## config.mk

```make
export PLATFORM = sky130hd
export DESIGN_NAME = RvExecCore
export DESIGN_NICKNAME = d
export VERILOG_FILES = /design/src/common/Types.sv /design/src/decoder/InstDecoder.sv /design/src/exec/Alu.sv /design/src/exec/ExecStage.sv /design/src/rtl/RegisterFile.sv /design/src/rtl/RvExecCore.sv
export VERILOG_INCLUDE_DIRS = /design/src /design/src/common
export SDC_FILE = /design/constraint.sdc
export NUM_CORES = 2
export LEC_CHECK = 0
export BUFFER_PORTS_ARGS = -buffer_cell sky130_fd_sc_hd__buf_2
export CORE_ASPECT_RATIO = 1.4
export CORE_MARGIN = 3
export CORE_UTILIZATION = 50
export DETAILED_ROUTE_END_ITERATION = 6
export PLACE_DENSITY_LB_ADDON = 0.3
export REMOVE_ABC_BUFFERS = 1
export SLEW_MARGIN = 20
export SYNTH_ARGS = -nofsm -noshare
export SYNTH_HDL_FRONTEND = slang
export SYNTH_SLANG_ARGS = --single-unit
```

## constraint.sdc

```tcl
create_clock -name i_Clock -period 6.1 [get_ports i_Clock]
set_clock_uncertainty 0.1 [all_clocks]
set_input_delay 0.915 -clock i_Clock [delete_from_list [all_inputs] [get_ports i_Clock]]
set_output_delay 0.915 -clock i_Clock [all_outputs]
set_load 0.1 [all_outputs]
```

## src/common/Core_params.svh

```systemverilog
`ifndef CORE_PARAMS_SVH
`define CORE_PARAMS_SVH

`define DATA_WIDTH 32  // RV32I datapath
`define REG_WIDTH  5   // Register number bits
`define REG_COUNT  32  // Including x0

`endif

```

## src/common/Types.sv

```systemverilog
package Types;

    typedef enum logic [6:0] {
        OpCode_Load   = 7'b0000011,
        OpCode_Store  = 7'b0100011,
        OpCode_Branch = 7'b1100011,
        OpCode_JAL    = 7'b1101111,
        OpCode_JALR   = 7'b1100111,
        OpCode_OpIMM  = 7'b0010011,
        OpCode_Op     = 7'b0110011,
        OpCode_LUI    = 7'b0110111,
        OpCode_AUIPC  = 7'b0010111,
        OpCode_System = 7'b1110011
    } OpCode;

    // Low three bits follow funct3, bit 3 marks the funct7 variants
    typedef enum logic [3:0] {
        AluOp_Add  = 4'b0000,
        AluOp_Sll  = 4'b0001,
        AluOp_Slt  = 4'b0010,
        AluOp_Sltu = 4'b0011,
        AluOp_Xor  = 4'b0100,
        AluOp_Srl  = 4'b0101,
        AluOp_Or   = 4'b0110,
        AluOp_And  = 4'b0111,
        AluOp_Sub  = 4'b1000,
        AluOp_Sra  = 4'b1101
    } AluOp;

    typedef struct packed {
        logic [6:0] funct7;
        logic [4:0] rs2;
        logic [4:0] rs1;
        logic [2:0] funct3;
        logic [4:0] rd;
        OpCode      opcode;
    } RTypeFmt;

    typedef struct packed {
        logic [11:0] imm12;
        logic [4:0]  rs1;
        logic [2:0]  funct3;
        logic [4:0]  rd;
        OpCode       opcode;
    } ITypeFmt;

    typedef struct packed {
        logic [6:0] immHi;
        logic [4:0] rs2;
        logic [4:0] rs1;
        logic [2:0] funct3;
        logic [4:0] immLo;
        OpCode      opcode;
    } STypeFmt;

    typedef union packed {
        RTypeFmt rType;
        ITypeFmt iType;
        STypeFmt sType;
    } Instruction;

endpackage

```

## src/decoder/InstDecoder.sv

```systemverilog
`timescale 1ns/1ps
`include "Core_params.svh"

module InstDecoder (
    input  Types::Instruction       i_Inst,      // Instruction word
    output Types::OpCode            o_OP,        // Major opcode
    output logic [`REG_WIDTH-1:0]   o_RS1,       // Source register 1
    output logic [`REG_WIDTH-1:0]   o_RS2,       // Source register 2
    output logic [`REG_WIDTH-1:0]   o_RD,        // Destination register
    output logic [2:0]              o_Funct3,    // Branch condition or access width
    output logic [`DATA_WIDTH-1:0]  o_IMM,       // Extended immediate
    output Types::AluOp             o_AluOp,     // ALU operation
    output logic                    o_IsLoad,    // LOAD instruction
    output logic                    o_IsALU,     // OP or OP-IMM instruction
    output logic                    o_IsECALL,   // ECALL instruction
    output logic                    o_IsEBREAK); // EBREAK instruction

    import Types::*;

    logic [31:0]             word;   // Raw view for the U, J and B formats
    logic [`DATA_WIDTH-1:0]  immI;
    logic [`DATA_WIDTH-1:0]  immS;
    logic                    isOp;
    logic                    isOpImm;
    logic                    isSystem;

    assign word     = i_Inst;
    assign isOp     = i_Inst.rType.opcode == OpCode_Op;
    assign isOpImm  = i_Inst.rType.opcode == OpCode_OpIMM;
    assign isSystem = i_Inst.rType.opcode == OpCode_System;

    assign immI = {{(`DATA_WIDTH-12){i_Inst.iType.imm12[11]}}, i_Inst.iType.imm12};
    assign immS = {{(`DATA_WIDTH-12){i_Inst.sType.immHi[6]}},
                   i_Inst.sType.immHi, i_Inst.sType.immLo};

    always_comb begin
        case (i_Inst.iType.opcode)
            OpCode_LUI,
            OpCode_AUIPC:
                o_IMM = {word[31:12], 12'b0};
            OpCode_JAL:
                o_IMM = {{12{word[31]}}, word[19:12], word[20], word[30:21], 1'b0};
            OpCode_Branch:
                o_IMM = {{20{word[31]}}, word[7], word[30:25], word[11:8], 1'b0};
            OpCode_Store:
                o_IMM = immS;
            OpCode_OpIMM:
                if (i_Inst.iType.funct3[1:0] == 2'b01)
                    o_IMM = {{(`DATA_WIDTH-5){1'b0}}, i_Inst.iType.imm12[4:0]}; // Shamt only
                else
                    o_IMM = immI;
            OpCode_Load,
            OpCode_JALR,
            OpCode_System:
                o_IMM = immI;
            default:
                o_IMM = '0;
        endcase
    end

    // funct7 bit 5 picks SUB for register ops and SRA for both shift forms
    always_comb begin
        o_AluOp = AluOp_Add;
        if (isOp || isOpImm) begin
            case (i_Inst.rType.funct3)
                3'b000:  o_AluOp = (isOp && i_Inst.rType.funct7[5]) ? AluOp_Sub : AluOp_Add;
                3'b001:  o_AluOp = AluOp_Sll;
                3'b010:  o_AluOp = AluOp_Slt;
                3'b011:  o_AluOp = AluOp_Sltu;
                3'b100:  o_AluOp = AluOp_Xor;
                3'b101:  o_AluOp = i_Inst.rType.funct7[5] ? AluOp_Sra : AluOp_Srl;
                3'b110:  o_AluOp = AluOp_Or;
                default: o_AluOp = AluOp_And;
            endcase
        end
    end

    assign o_OP     = i_Inst.rType.opcode;
    assign o_RS1    = i_Inst.rType.rs1;
    assign o_RS2    = i_Inst.rType.rs2;
    assign o_RD     = i_Inst.rType.rd;
    assign o_Funct3 = i_Inst.rType.funct3;

    assign o_IsLoad   = i_Inst.rType.opcode == OpCode_Load;
    assign o_IsALU    = isOp | isOpImm;
    assign o_IsECALL  = isSystem && (i_Inst.iType.funct3 == 3'b000)
                        && (i_Inst.iType.imm12 == 12'h000);
    assign o_IsEBREAK = isSystem && (i_Inst.iType.funct3 == 3'b000)
                        && (i_Inst.iType.imm12 == 12'h001);

endmodule

```

## src/exec/Alu.sv

```systemverilog
`timescale 1ns/1ps
`include "Core_params.svh"

module Alu (
    input  Types::AluOp             i_Op,      // Operation
    input  logic [`DATA_WIDTH-1:0]  i_A,       // Operand A
    input  logic [`DATA_WIDTH-1:0]  i_B,       // Operand B
    output logic [`DATA_WIDTH-1:0]  o_Result,  // Operation result
    output logic                    o_Eq,      // A equals B
    output logic                    o_Lt,      // A less than B, signed
    output logic                    o_Ltu);    // A less than B, unsigned

    import Types::*;

    logic [4:0] shamt;

    assign shamt = i_B[4:0];

    assign o_Eq  = i_A == i_B;
    assign o_Lt  = $signed(i_A) < $signed(i_B);
    assign o_Ltu = i_A < i_B;

    always_comb begin
        case (i_Op)
            AluOp_Add:  o_Result = i_A + i_B;
            AluOp_Sub:  o_Result = i_A - i_B;
            AluOp_Sll:  o_Result = i_A << shamt;
            AluOp_Slt:  o_Result = {{(`DATA_WIDTH-1){1'b0}}, o_Lt};
            AluOp_Sltu: o_Result = {{(`DATA_WIDTH-1){1'b0}}, o_Ltu};
            AluOp_Xor:  o_Result = i_A ^ i_B;
            AluOp_Srl:  o_Result = i_A >> shamt;
            AluOp_Sra:  o_Result = $unsigned($signed(i_A) >>> shamt);  // Keeps the sign
            AluOp_Or:   o_Result = i_A | i_B;
            AluOp_And:  o_Result = i_A & i_B;
            default:    o_Result = '0;
        endcase
    end

endmodule

```

## src/exec/ExecStage.sv

```systemverilog
`timescale 1ns/1ps
`include "Core_params.svh"

module ExecStage (
    input  logic                    i_Clock,
    input  logic                    i_rst,
    input  logic                    i_Valid,         // Decoded instruction strobe
    input  logic [`DATA_WIDTH-1:0]  i_PC,
    input  Types::OpCode            i_OP,
    input  logic [2:0]              i_Funct3,
    input  logic [`REG_WIDTH-1:0]   i_RD,
    input  logic [`DATA_WIDTH-1:0]  i_IMM,
    input  Types::AluOp             i_AluOp,
    input  logic                    i_IsLoad,
    input  logic                    i_IsALU,
    input  logic                    i_IsECALL,
    input  logic                    i_IsEBREAK,
    input  logic [`DATA_WIDTH-1:0]  i_Rs1Data,
    input  logic [`DATA_WIDTH-1:0]  i_Rs2Data,
    output logic                    o_WrEn,          // Register file write port
    output logic [`REG_WIDTH-1:0]   o_WrAddr,
    output logic [`DATA_WIDTH-1:0]  o_WrData,
    output logic                    o_ResultValid,
    output logic [`REG_WIDTH-1:0]   o_Rd,
    output logic [`DATA_WIDTH-1:0]  o_Result,
    output logic                    o_RedirectValid,
    output logic [`DATA_WIDTH-1:0]  o_Target,
    output logic                    o_MemValid,
    output logic                    o_MemIsStore,
    output logic [`DATA_WIDTH-1:0]  o_MemAddr,
    output logic [`DATA_WIDTH-1:0]  o_MemWData,
    output logic                    o_TrapValid,
    output logic                    o_TrapIsEcall);

    import Types::*;

    // Execute register
    logic                    exValid;
    logic [`DATA_WIDTH-1:0]  exPc;
    OpCode                   exOp;
    logic [2:0]              exFunct3;
    logic [`REG_WIDTH-1:0]   exRd;
    logic [`DATA_WIDTH-1:0]  exImm;
    AluOp                    exAluOp;
    logic                    exIsLoad;
    logic                    exIsAlu;
    logic                    exIsEcall;
    logic                    exIsEbreak;
    logic [`DATA_WIDTH-1:0]  exRs1;
    logic [`DATA_WIDTH-1:0]  exRs2;

    logic [`DATA_WIDTH-1:0]  aluB;
    logic [`DATA_WIDTH-1:0]  aluResult;
    logic                    eq;
    logic                    lt;
    logic                    ltu;
    logic [`DATA_WIDTH-1:0]  pcPlusImm;
    logic [`DATA_WIDTH-1:0]  pcPlus4;
    logic                    writes;
    logic                    isJump;
    logic                    isStore;
    logic                    taken;
    logic [`DATA_WIDTH-1:0]  target;

    always_ff @(posedge i_Clock) begin
        if (i_rst)
            exValid <= 1'b0;
        else
            exValid <= i_Valid;
    end

    always_ff @(posedge i_Clock) begin
        if (i_Valid) begin
            exPc       <= i_PC;
            exOp       <= i_OP;
            exFunct3   <= i_Funct3;
            exRd       <= i_RD;
            exImm      <= i_IMM;
            exAluOp    <= i_AluOp;
            exIsLoad   <= i_IsLoad;
            exIsAlu    <= i_IsALU;
            exIsEcall  <= i_IsECALL;
            exIsEbreak <= i_IsEBREAK;
            exRs1      <= i_Rs1Data;
            exRs2      <= i_Rs2Data;
        end
    end

    // Address forming ops go through the adder as well
    assign aluB = (exOp inside {OpCode_OpIMM, OpCode_Load, OpCode_Store, OpCode_JALR})
                  ? exImm : exRs2;

    Alu alu (
        .i_Op     (exAluOp),
        .i_A      (exRs1),
        .i_B      (aluB),
        .o_Result (aluResult),
        .o_Eq     (eq),
        .o_Lt     (lt),
        .o_Ltu    (ltu));

    assign pcPlusImm = exPc + exImm;
    assign pcPlus4   = exPc + `DATA_WIDTH'(4);
    assign isJump    = exOp inside {OpCode_JAL, OpCode_JALR};
    assign isStore   = exOp == OpCode_Store;
    assign writes    = exIsAlu || isJump || (exOp inside {OpCode_LUI, OpCode_AUIPC});

    always_comb begin
        case (exOp)
            OpCode_LUI:   o_WrData = exImm;
            OpCode_AUIPC: o_WrData = pcPlusImm;
            OpCode_JAL,
            OpCode_JALR:  o_WrData = pcPlus4;      // Link value
            default:      o_WrData = aluResult;
        endcase
    end

    always_comb begin
        taken = 1'b0;
        if (exOp == OpCode_Branch) begin
            case (exFunct3)
                3'b000:  taken = eq;
                3'b001:  taken = !eq;
                3'b100:  taken = lt;
                3'b101:  taken = !lt;
                3'b110:  taken = ltu;
                3'b111:  taken = !ltu;
                default: taken = 1'b0;
            endcase
        end
    end

    assign target = (exOp == OpCode_JALR) ? {aluResult[`DATA_WIDTH-1:1], 1'b0} : pcPlusImm;

    assign o_WrEn   = exValid && writes && (exRd != '0);  // x0 is never written
    assign o_WrAddr = exRd;

    always_ff @(posedge i_Clock) begin
        if (i_rst) begin
            o_ResultValid   <= 1'b0;
            o_RedirectValid <= 1'b0;
            o_MemValid      <= 1'b0;
            o_TrapValid     <= 1'b0;
        end else begin
            o_ResultValid   <= o_WrEn;
            o_RedirectValid <= exValid && (isJump || taken);
            o_MemValid      <= exValid && (exIsLoad || isStore);
            o_TrapValid     <= exValid && (exIsEcall || exIsEbreak);
        end
    end

    always_ff @(posedge i_Clock) begin
        o_Rd          <= exRd;
        o_Result      <= o_WrData;
        o_Target      <= target;
        o_MemIsStore  <= isStore;
        o_MemAddr     <= aluResult;   // rs1 plus immediate
        o_MemWData    <= exRs2;
        o_TrapIsEcall <= exIsEcall;
    end

endmodule

```

## src/rtl/RegisterFile.sv

```systemverilog
`timescale 1ns/1ps
`include "Core_params.svh"

module RegisterFile (
    input  logic                    i_Clock,
    input  logic                    i_rst,
    input  logic [`REG_WIDTH-1:0]   i_RdAddrA,   // Read port A address
    input  logic [`REG_WIDTH-1:0]   i_RdAddrB,   // Read port B address
    input  logic                    i_WrEn,
    input  logic [`REG_WIDTH-1:0]   i_WrAddr,
    input  logic [`DATA_WIDTH-1:0]  i_WrData,
    output logic [`DATA_WIDTH-1:0]  o_RdDataA,
    output logic [`DATA_WIDTH-1:0]  o_RdDataB);

    logic [`DATA_WIDTH-1:0] regs [`REG_COUNT];

    // Read with x0 forced to zero and the pending write bypassed
    function automatic logic [`DATA_WIDTH-1:0] readPort(input logic [`REG_WIDTH-1:0] addr);
        if (addr == '0)
            return '0;
        else if (i_WrEn && (addr == i_WrAddr))
            return i_WrData;
        else
            return regs[addr];
    endfunction

    always_ff @(posedge i_Clock) begin
        if (i_rst) begin
            for (int i = 0; i < `REG_COUNT; i++)
                regs[i] <= '0;
        end else if (i_WrEn && (i_WrAddr != '0)) begin
            regs[i_WrAddr] <= i_WrData;
        end
    end

    always_comb begin
        o_RdDataA = readPort(i_RdAddrA);
        o_RdDataB = readPort(i_RdAddrB);
    end

endmodule

```

## src/rtl/RvExecCore.sv

```systemverilog
`timescale 1ns/1ps
`include "Core_params.svh"

module RvExecCore (
    input  logic                    i_Clock,
    input  logic                    i_rst,
    input  logic                    i_InstValid,     // One instruction per strobe
    input  Types::Instruction       i_Inst,
    input  logic [`DATA_WIDTH-1:0]  i_PC,
    output logic                    o_ResultValid,
    output logic [`REG_WIDTH-1:0]   o_Rd,
    output logic [`DATA_WIDTH-1:0]  o_Result,
    output logic                    o_RedirectValid,
    output logic [`DATA_WIDTH-1:0]  o_Target,
    output logic                    o_MemValid,
    output logic                    o_MemIsStore,
    output logic [`DATA_WIDTH-1:0]  o_MemAddr,
    output logic [`DATA_WIDTH-1:0]  o_MemWData,
    output logic                    o_TrapValid,
    output logic                    o_TrapIsEcall);

    import Types::*;

    OpCode                   decOp;
    logic [`REG_WIDTH-1:0]   decRs1;
    logic [`REG_WIDTH-1:0]   decRs2;
    logic [`REG_WIDTH-1:0]   decRd;
    logic [2:0]              decFunct3;
    logic [`DATA_WIDTH-1:0]  decImm;
    AluOp                    decAluOp;
    logic                    decIsLoad;
    logic                    decIsAlu;
    logic                    decIsEcall;
    logic                    decIsEbreak;
    logic [`DATA_WIDTH-1:0]  rs1Data;
    logic [`DATA_WIDTH-1:0]  rs2Data;
    logic                    wrEn;
    logic [`REG_WIDTH-1:0]   wrAddr;
    logic [`DATA_WIDTH-1:0]  wrData;

    InstDecoder decoder (
        .i_Inst     (i_Inst),
        .o_OP       (decOp),
        .o_RS1      (decRs1),
        .o_RS2      (decRs2),
        .o_RD       (decRd),
        .o_Funct3   (decFunct3),
        .o_IMM      (decImm),
        .o_AluOp    (decAluOp),
        .o_IsLoad   (decIsLoad),
        .o_IsALU    (decIsAlu),
        .o_IsECALL  (decIsEcall),
        .o_IsEBREAK (decIsEbreak));

    RegisterFile regFile (
        .i_Clock   (i_Clock),
        .i_rst     (i_rst),
        .i_RdAddrA (decRs1),
        .i_RdAddrB (decRs2),
        .i_WrEn    (wrEn),
        .i_WrAddr  (wrAddr),
        .i_WrData  (wrData),
        .o_RdDataA (rs1Data),
        .o_RdDataB (rs2Data));

    ExecStage exec (
        .i_Clock         (i_Clock),
        .i_rst           (i_rst),
        .i_Valid         (i_InstValid),
        .i_PC            (i_PC),
        .i_OP            (decOp),
        .i_Funct3        (decFunct3),
        .i_RD            (decRd),
        .i_IMM           (decImm),
        .i_AluOp         (decAluOp),
        .i_IsLoad        (decIsLoad),
        .i_IsALU         (decIsAlu),
        .i_IsECALL       (decIsEcall),
        .i_IsEBREAK      (decIsEbreak),
        .i_Rs1Data       (rs1Data),
        .i_Rs2Data       (rs2Data),
        .o_WrEn          (wrEn),
        .o_WrAddr        (wrAddr),
        .o_WrData        (wrData),
        .o_ResultValid   (o_ResultValid),
        .o_Rd            (o_Rd),
        .o_Result        (o_Result),
        .o_RedirectValid (o_RedirectValid),
        .o_Target        (o_Target),
        .o_MemValid      (o_MemValid),
        .o_MemIsStore    (o_MemIsStore),
        .o_MemAddr       (o_MemAddr),
        .o_MemWData      (o_MemWData),
        .o_TrapValid     (o_TrapValid),
        .o_TrapIsEcall   (o_TrapIsEcall));

endmodule

```

# ---- Word level (Yosys, flattened, before mapping)
# Memories as Yosys holds them, arrays and structs flattened.
# Index checks and enable logic that the tools add are counted.
dict set report classes {
  reduce_logical 35
  n_shift 3
  add_sub_neg 4
  eq_ne 43
  magnitude_cmp 2
  mux 21
  bitwise_logic 4
}
# op n
set op_table {}
lappend op_table {{one-hot mux 32 bit (10 select lines)} 1}
lappend op_table {{2-to-1 mux 32 bit} 6}
lappend op_table {{one-hot mux 32 bit (6 select lines)} 1}
lappend op_table {{one-hot mux 32 bit (3 select lines)} 1}
lappend op_table {{adder 32 bit} 2}
lappend op_table {{less-than comparator 32 bit} 2}
lappend op_table {{equality test 7 bit (second input constant)} 7}
lappend op_table {{equality test 7 x 6 -> 1 bit (second input constant)} 5}
lappend op_table {{adder 32 x 3 -> 32 bit (second input constant)} 1}
lappend op_table {{AND 32 bit} 1}
lappend op_table {{equality test 32 bit} 1}
lappend op_table {{OR 32 bit} 1}
lappend op_table {{OR reduction 32 bit} 1}
lappend op_table {{<< shifter 32 x 5 -> 32 bit} 1}
lappend op_table {{right shift 32 x 5 -> 32 bit} 1}
lappend op_table {{>>> shifter 32 x 5 -> 32 bit} 1}
lappend op_table {{subtractor 32 bit} 1}
lappend op_table {{XOR 32 bit} 1}
lappend op_table {{equality test 7 x 5 -> 1 bit (second input constant)} 4}
lappend op_table {{one-hot mux 4 bit (7 select lines)} 1}
lappend op_table {{equality test 3 bit (second input constant)} 7}
lappend op_table {{equality test 4 x 3 -> 1 bit (second input constant)} 4}
lappend op_table {{equality test 7 x 2 -> 1 bit (second input constant)} 2}
lappend op_table {{equality test 12 x 1 -> 1 bit (second input constant)} 1}
lappend op_table {{24 further kinds} 58}
dict set report word_totals {
  ram_bits 1024
  reg_bits 291
  inputBits 67
  memories 1
  wordCells 138
}
# name words width read_ports rd_ports_with_merged_regs wr line
set memory_table {}
lappend memory_table {regFile.regs 32 32 2 0 32 RegisterFile.sv:15} ;# logic [`DATA_WIDTH-1:0] regs [`REG_COUNT];

# ---- Longest topological paths before layout
dict set report depth {
  ltp_word 12
  ltp_mapped 25
}

# ---- By module
# Synthesis repeated with hierarchy kept, for this count alone.
dict set report hier_totals {
  cells_unflattened 6081
  hier_area_um2 75932.8
}
# module instances area_per_inst_um2 cells_per_inst
set modules_own_cells {}
lappend modules_own_cells {RegisterFile 1 54722.5 3740}
lappend modules_own_cells {ExecStage 1 11353.4 887}
lappend modules_own_cells {Alu 1 8958.6 1314}
lappend modules_own_cells {InstDecoder 1 898.4 140}

# ---- Worst setup path after synthesis
# OpenSTA, ideal clock, no wires.
dict set report synth_timing {
  path_kind {register -> register}
  startpoint {register exec.exOp[6]}
  endpoint {memory regFile.regs[14][31] (netlist bit), data pin}
  t_arrival_ns 5.062
  setup_time_ns 0.256
  n_path_buf 7
  synth_period_minus_slack_ns 5.419
  path_slack_ns 0.681
  stages_incl_launch_ff 24
  t_required_ns 5.744
  cell_sequence {edfxtp_1 -> buf_6 -> buf_2 -> or3_1 -> a31oi_4 -> clkbuf_1 -> buf_1 -> nand2_1 -> nand2_1 -> inv_1 -> ha_1 -> clkbuf_1 -> o211ai_1 -> a22oi_1 -> a32oi_1 -> o221ai_1 -> a21oi_1 -> o41ai_1 -> xor2_1 -> a211oi_1 -> o221a_2 -> buf_2 -> buf_4 -> nor2_1}
}
# item line
set synth_rtl {}
lappend synth_rtl {{start, declared} ExecStage.sv:40} ;# OpCode exOp;
lappend synth_rtl {{start signal, assigned} ExecStage.sv:75} ;# exOp <= i_OP;
lappend synth_rtl {{end, declared} RegisterFile.sv:15}

# ---- Worst setup path after layout
dict set report layout_timing {
  startpoint {register exec.exOp[4]}
  endpoint {register exec.exRs2[16], data pin}
}
dict set report layout_between {
  word_cells_on_any_way 28
}
# item line
set layout_rtl {}
lappend layout_rtl {{equality test 7 x 5 -> 1 bit, or another cell as far along} ExecStage.sv:90} ;# assign aluB = (exOp inside {OpCode_OpIMM, OpCode_Load, OpCode_Store, OpCode_JALR})
lappend layout_rtl {{nonzero test 4 bit *} ExecStage.sv:90}
lappend layout_rtl {{2-to-1 mux 32 bit *} ExecStage.sv:91} ;# ? exImm : exRs2;
lappend layout_rtl {{subtractor 32 bit, or another cell as far along} Alu.sv:26} ;# AluOp_Sub: o_Result = i_A - i_B;
lappend layout_rtl {{one-hot mux 32 bit (10 select lines) *} Alu.sv:24} ;# case (i_Op)
lappend layout_rtl {{named net exec.alu.o_Result[16]} Alu.sv:8} ;# output logic [`DATA_WIDTH-1:0] o_Result,
lappend layout_rtl {{one-hot mux 32 bit (3 select lines) *} ExecStage.sv:109} ;# case (exOp)
lappend layout_rtl {{2-to-1 mux 32 bit *} RegisterFile.sv:21} ;# else if (i_WrEn && (addr == i_WrAddr))
lappend layout_rtl {{end signal, assigned} ExecStage.sv:85} ;# exRs2 <= i_Rs2Data;
lappend layout_rtl {{end, declared} ExecStage.sv:50} ;# logic [`DATA_WIDTH-1:0] exRs2;
# Mark *: on every way through the listed nets, which the timed path passes. The rest lies on a longest branch.
# A chain may end at the register's enable or synchronous reset.

==> run_results.csv <==
group,metric,value,unit
pwr,p_leak,31.0,nW
cells_and_area,synthToLayoutAreaGrowth,13.5,%
worst_setup_path,cp.required,6530,ps
pwr,seqPwrFrac,40.2,%
placed_design,place_hpwl,223000,microns
route,ant_nets,0,
worst_setup_path,path_delay_family,"compound AO/OA/AOI/OAI gates",
clocking,cts_tree,"built",
synthesis,synth_edf_count,1175,
synthesis,yosysUniqueCellTypes,109,
worst_setup_path,reg2reg_depth,20,
worst_setup_path,crit_slowest_cell,"and4b_1",
clocking,htreeDepth,4,
clocking,cts.sinks,1315,
timing,max_slew.worst_pin.slew,1190,ps
global_route,gr-usage-all-layers,41.7,%
cells_and_area,utilization,57.2,%
timing,rsz0062_at_grt,"false",
worst_setup_path,ff2ff_setup_slack,50,ps
pwr,ir_drop,312,uV
die,rows,167,
clocking,numCtsBuffers,133,
pwr,powerDensity,315,nW/um^2
route,post_drt_wl_per_cell,38.8,microns
die,die_x,332,microns
timing,drv_slew,0,
cells_and_area,final_cell_mix,"edfxtp_1, nor2_1, mux4_2, buf_4, nand2_1",
global_route,antenna_found_initial,13,
cells_and_area,stdcell_area,84700,sq um
synthesis,syn_area_per_cell,12.5,sq um
timing,setup_slack,51.5,ps
pwr,p_sw_share,36.1,%
placed_design,place.gp.congestion,1.13,
route,num_vias,58300,
timing,hold_viol,0,
cells_and_area,fin_nets,6442,
global_route,grt_max_degree,86,
worst_setup_path,startpoint,"exec.exOp[4]$_DFFE_PP_",
timing,finalCriticalPeriod,6050,ps
worst_setup_path,rr_endpoint,"exec.exRs2[16]$_SDFFCE_PN0P_",
pwr,clock_power_share,30.6,%
timing,whs,172,ps
worst_setup_path,cp_max_fo,34,
synthesis,ys_ff_latch,1315,
pwr,p_int,0.0170,W
run,drv_cap,0,
worst_setup_path,crit_type,"register to register",
pwr,comb_power_share,29.2,%
worst_setup_path,cp.depth,20,
outcome,run_status,"complete, no violations",
die,core,148000,sq um
synthesis,postSynth.asyncResetShare,0,%
cells_and_area,layout_commonest_cell,"edfxtp_1",
timing,max_freq,165,MHz
die,initial_core_util,50.3,%
worst_setup_path,startpoint_type,"register",
synthesis,ys_seq_area_share,51.1,%
global_route,overflow,0,
placed_design,place_area,80200,sq um
timing,slew_headroom,20.5,%
clocking,clk_pin_slew,60,ps
synthesis,ys.flop_type,"edfxtp_1",
die,die_y,463,microns
worst_setup_path,worstPathArrival,6480,ps
worst_setup_path,endpoint_kind,"register",
worst_setup_path,endpoint,"exec.exRs2[16]$_SDFFCE_PN0P_",
route,drt_iter0_markers,7795,
route,wirelength,322000,microns
worst_setup_path,crit_path_cell_trace,"and4b_1 -> o311ai_4 -> nand2_4 -> ha_1 -> inv_1 -> fa_1 -> nand3b_1 -> a21oi_1 -> o2111ai_2 -> buf_4 -> a31oi_1 -> o21ai_0 -> o311ai_0 -> a21oi_1 -> nor4_2 -> buf_4 -> inv_1 -> a21boi_4 -> buf_12 -> a211oi_1",
synthesis,synth_compound_area_share,9.48,%
route,drt_pass1_iterations,6,
synthesis,synth_fa_ha_area_share,2.15,%
pwr,p_sw,0.00964,W
synthesis,syn-cell-area,74600,sq um
placed_design,port_buffers,205,
timing,setup_viol,0,
timing,period_share,99.2,%
clocking,cts_max_path_buffers,3,
route,drc,0,
timing,setup_tns,0,ps
die,ios,206,
synthesis,syn_inst,5977,
synthesis,synth.area.mux_share,20.2,%
synthesis,yosys.area_share.simple,11.9,%
cells_and_area,drive_above_1_share,26.2,%
clocking,worstSkewPairLatency,830,ps
clocking,cts_root_buf,"clkbuf_16",
synthesis,yosys_warnings,0,
global_route,grt_pass1_vias,59300,
placed_design,post-place-ws,-725,ps
worst_setup_path,critPathBufInv,5,
cells_and_area,fillers,11900,
worst_setup_path,slowest_delay,640,ps
synthesis,synth_top_family_by_area,"multiplexers",
route,via_per_inst,7.01,
die,die_area,154000,sq um
synthesis,synth_xor_xnor_area_share,1.18,%
min_path,hp-class,"input pin to register",
worst_setup_path,critical_path.reg2reg.startpoint,"exec.exOp[4]$_DFFE_PP_",
global_route,grt_pass1_wl,447000,microns
-- sequential cells by signal, summed over array words and instances, names as in the netlist, 3 cells and up --
signal and cells:
exec.exFunct3 3, exec.o_WrAddr 5, exec.o_Rd 5, exec.exOp 7
exec.exRs2 32, regFile.regs 1024, exec.exPc 32, exec.o_MemAddr 32
exec.o_Target 32, exec.o_Result 32, exec.exImm 32, exec.o_MemWData 32
exec.exAluOp 4, exec.exRs1 32
-- how the worst min path moves through the flow --
stage	to	start	slack (ps)	cells past startpoint
floorplan	exec.o_MemWData[10]$_DFF_P_	exec.exRs2[10]$_SDFFCE_PN0P_	250	0
global placement	exec.o_TrapIsEcall$_DFF_P_	exec.exIsEcall$_DFFE_PP_	260	0
detailed placement	exec.o_TrapIsEcall$_DFF_P_	exec.exIsEcall$_DFFE_PP_	260	0
CTS	exec.exPc[29]$_DFFE_PP_	i_PC[29]	140	1
global route	exec.exPc[29]$_DFFE_PP_	i_PC[29]	150	1
finish	exec.exPc[29]$_DFFE_PP_	i_PC[29]	170	1
-- routing by layer --
layer | share of wire (%) | global-route usage, % | up-vias
li1 | - | - | 23400
met1 | 31 | 45.2 | 29000
met2 | 48 | 68.8 | 4471
met3 | 10 | 9.71 | 1420
met4 | 11 | 36.3 | 10
met5 | 0.021 | 0.156 | -
-- cell usage after synthesis, types with 51 or more instances --
cell type / instances / area [sq um]
edfxtp_1: 1175 / 35300
nor2_1: 1169 / 4390
mux4_2: 640 / 14400
nand2_1: 336 / 1260
clkbuf_1: 327 / 1230
o21ai_0: 176 / 881
a21oi_1: 168 / 841
nand3_1: 151 / 756
inv_1: 145 / 544
dfxtp_1: 140 / 2800
a211oi_1: 133 / 998
ha_1: 125 / 1560
buf_2: 101 / 505
nor2b_1: 72 / 450
buf_1: 70 / 263
xnor2_1: 63 / 552
o211ai_1: 57 / 428
mux2i_1: 54 / 541
nand2b_1: 53 / 332
a21o_1: 51 / 383
-- power by group through the flow --
stage / Combinational [W] / Sequential, W / Clock [W]
final: 0.00779 / 0.0107 / 0.00817
after global routing: 0.00803 / 0.0108 / 0.00855
after global placement: 0.00753 / 0.0108 / 0
after detailed placement: 0.00753 / 0.0109 / 0
after floorplan: 0.00301 / 0.0121 / 0
after CTS: 0.00757 / 0.0107 / 0.00823
-- timing repair --
| action | 4_1_cts | 5_1_grt |
|---|---|---|
| endpoints found under the setup margin | 137 | 180 |
| resized for setup | 10 | 13 |
| pin swaps | 2 | 4 |
| setup buffers | 2 | 4 |
| hold buffers | 0 | 0 |
-- per-stage QoR --
stage | total power [W] | instances
after floorplan | 0.0151 | 5462
after global placement | 0.0184 | 8047
after detailed placement | 0.0184 | 8048
after CTS | 0.0265 | 8295
after global routing | 0.0273 | 8302
final | 0.0267 | 8309
-- layout make-up --
class                           instances  area [sq um]  share of cell area, %
Sequential cell                      1315         38100                   45.0
Multi-Input combinational cell       3989         34100                   40.3
Timing Repair Buffer                  651          5140                   6.07
Clock buffer                          179          3580                   4.23
Tap cell                             1943          2430                   2.87
Clock inverter                         66           687                  0.811
Inverter                              158           593                  0.700
Antenna cell                            8          20.0                 0.0236
-- cell families after synthesis --
| group | Yosys count |
|---|---|
| flip-flops | 1315 |
| adder cells (fa/ha/maj) | 127 |
| AND/OR/NAND/NOR | 2031 |
| other | 1 |
| AO/OA/AOI/OAI | 994 |
| buffers and inverters | 704 |
| XOR/XNOR | 100 |
| multiplexers | 705 |
Note: power is estimated with default switching activity, not from simulation.
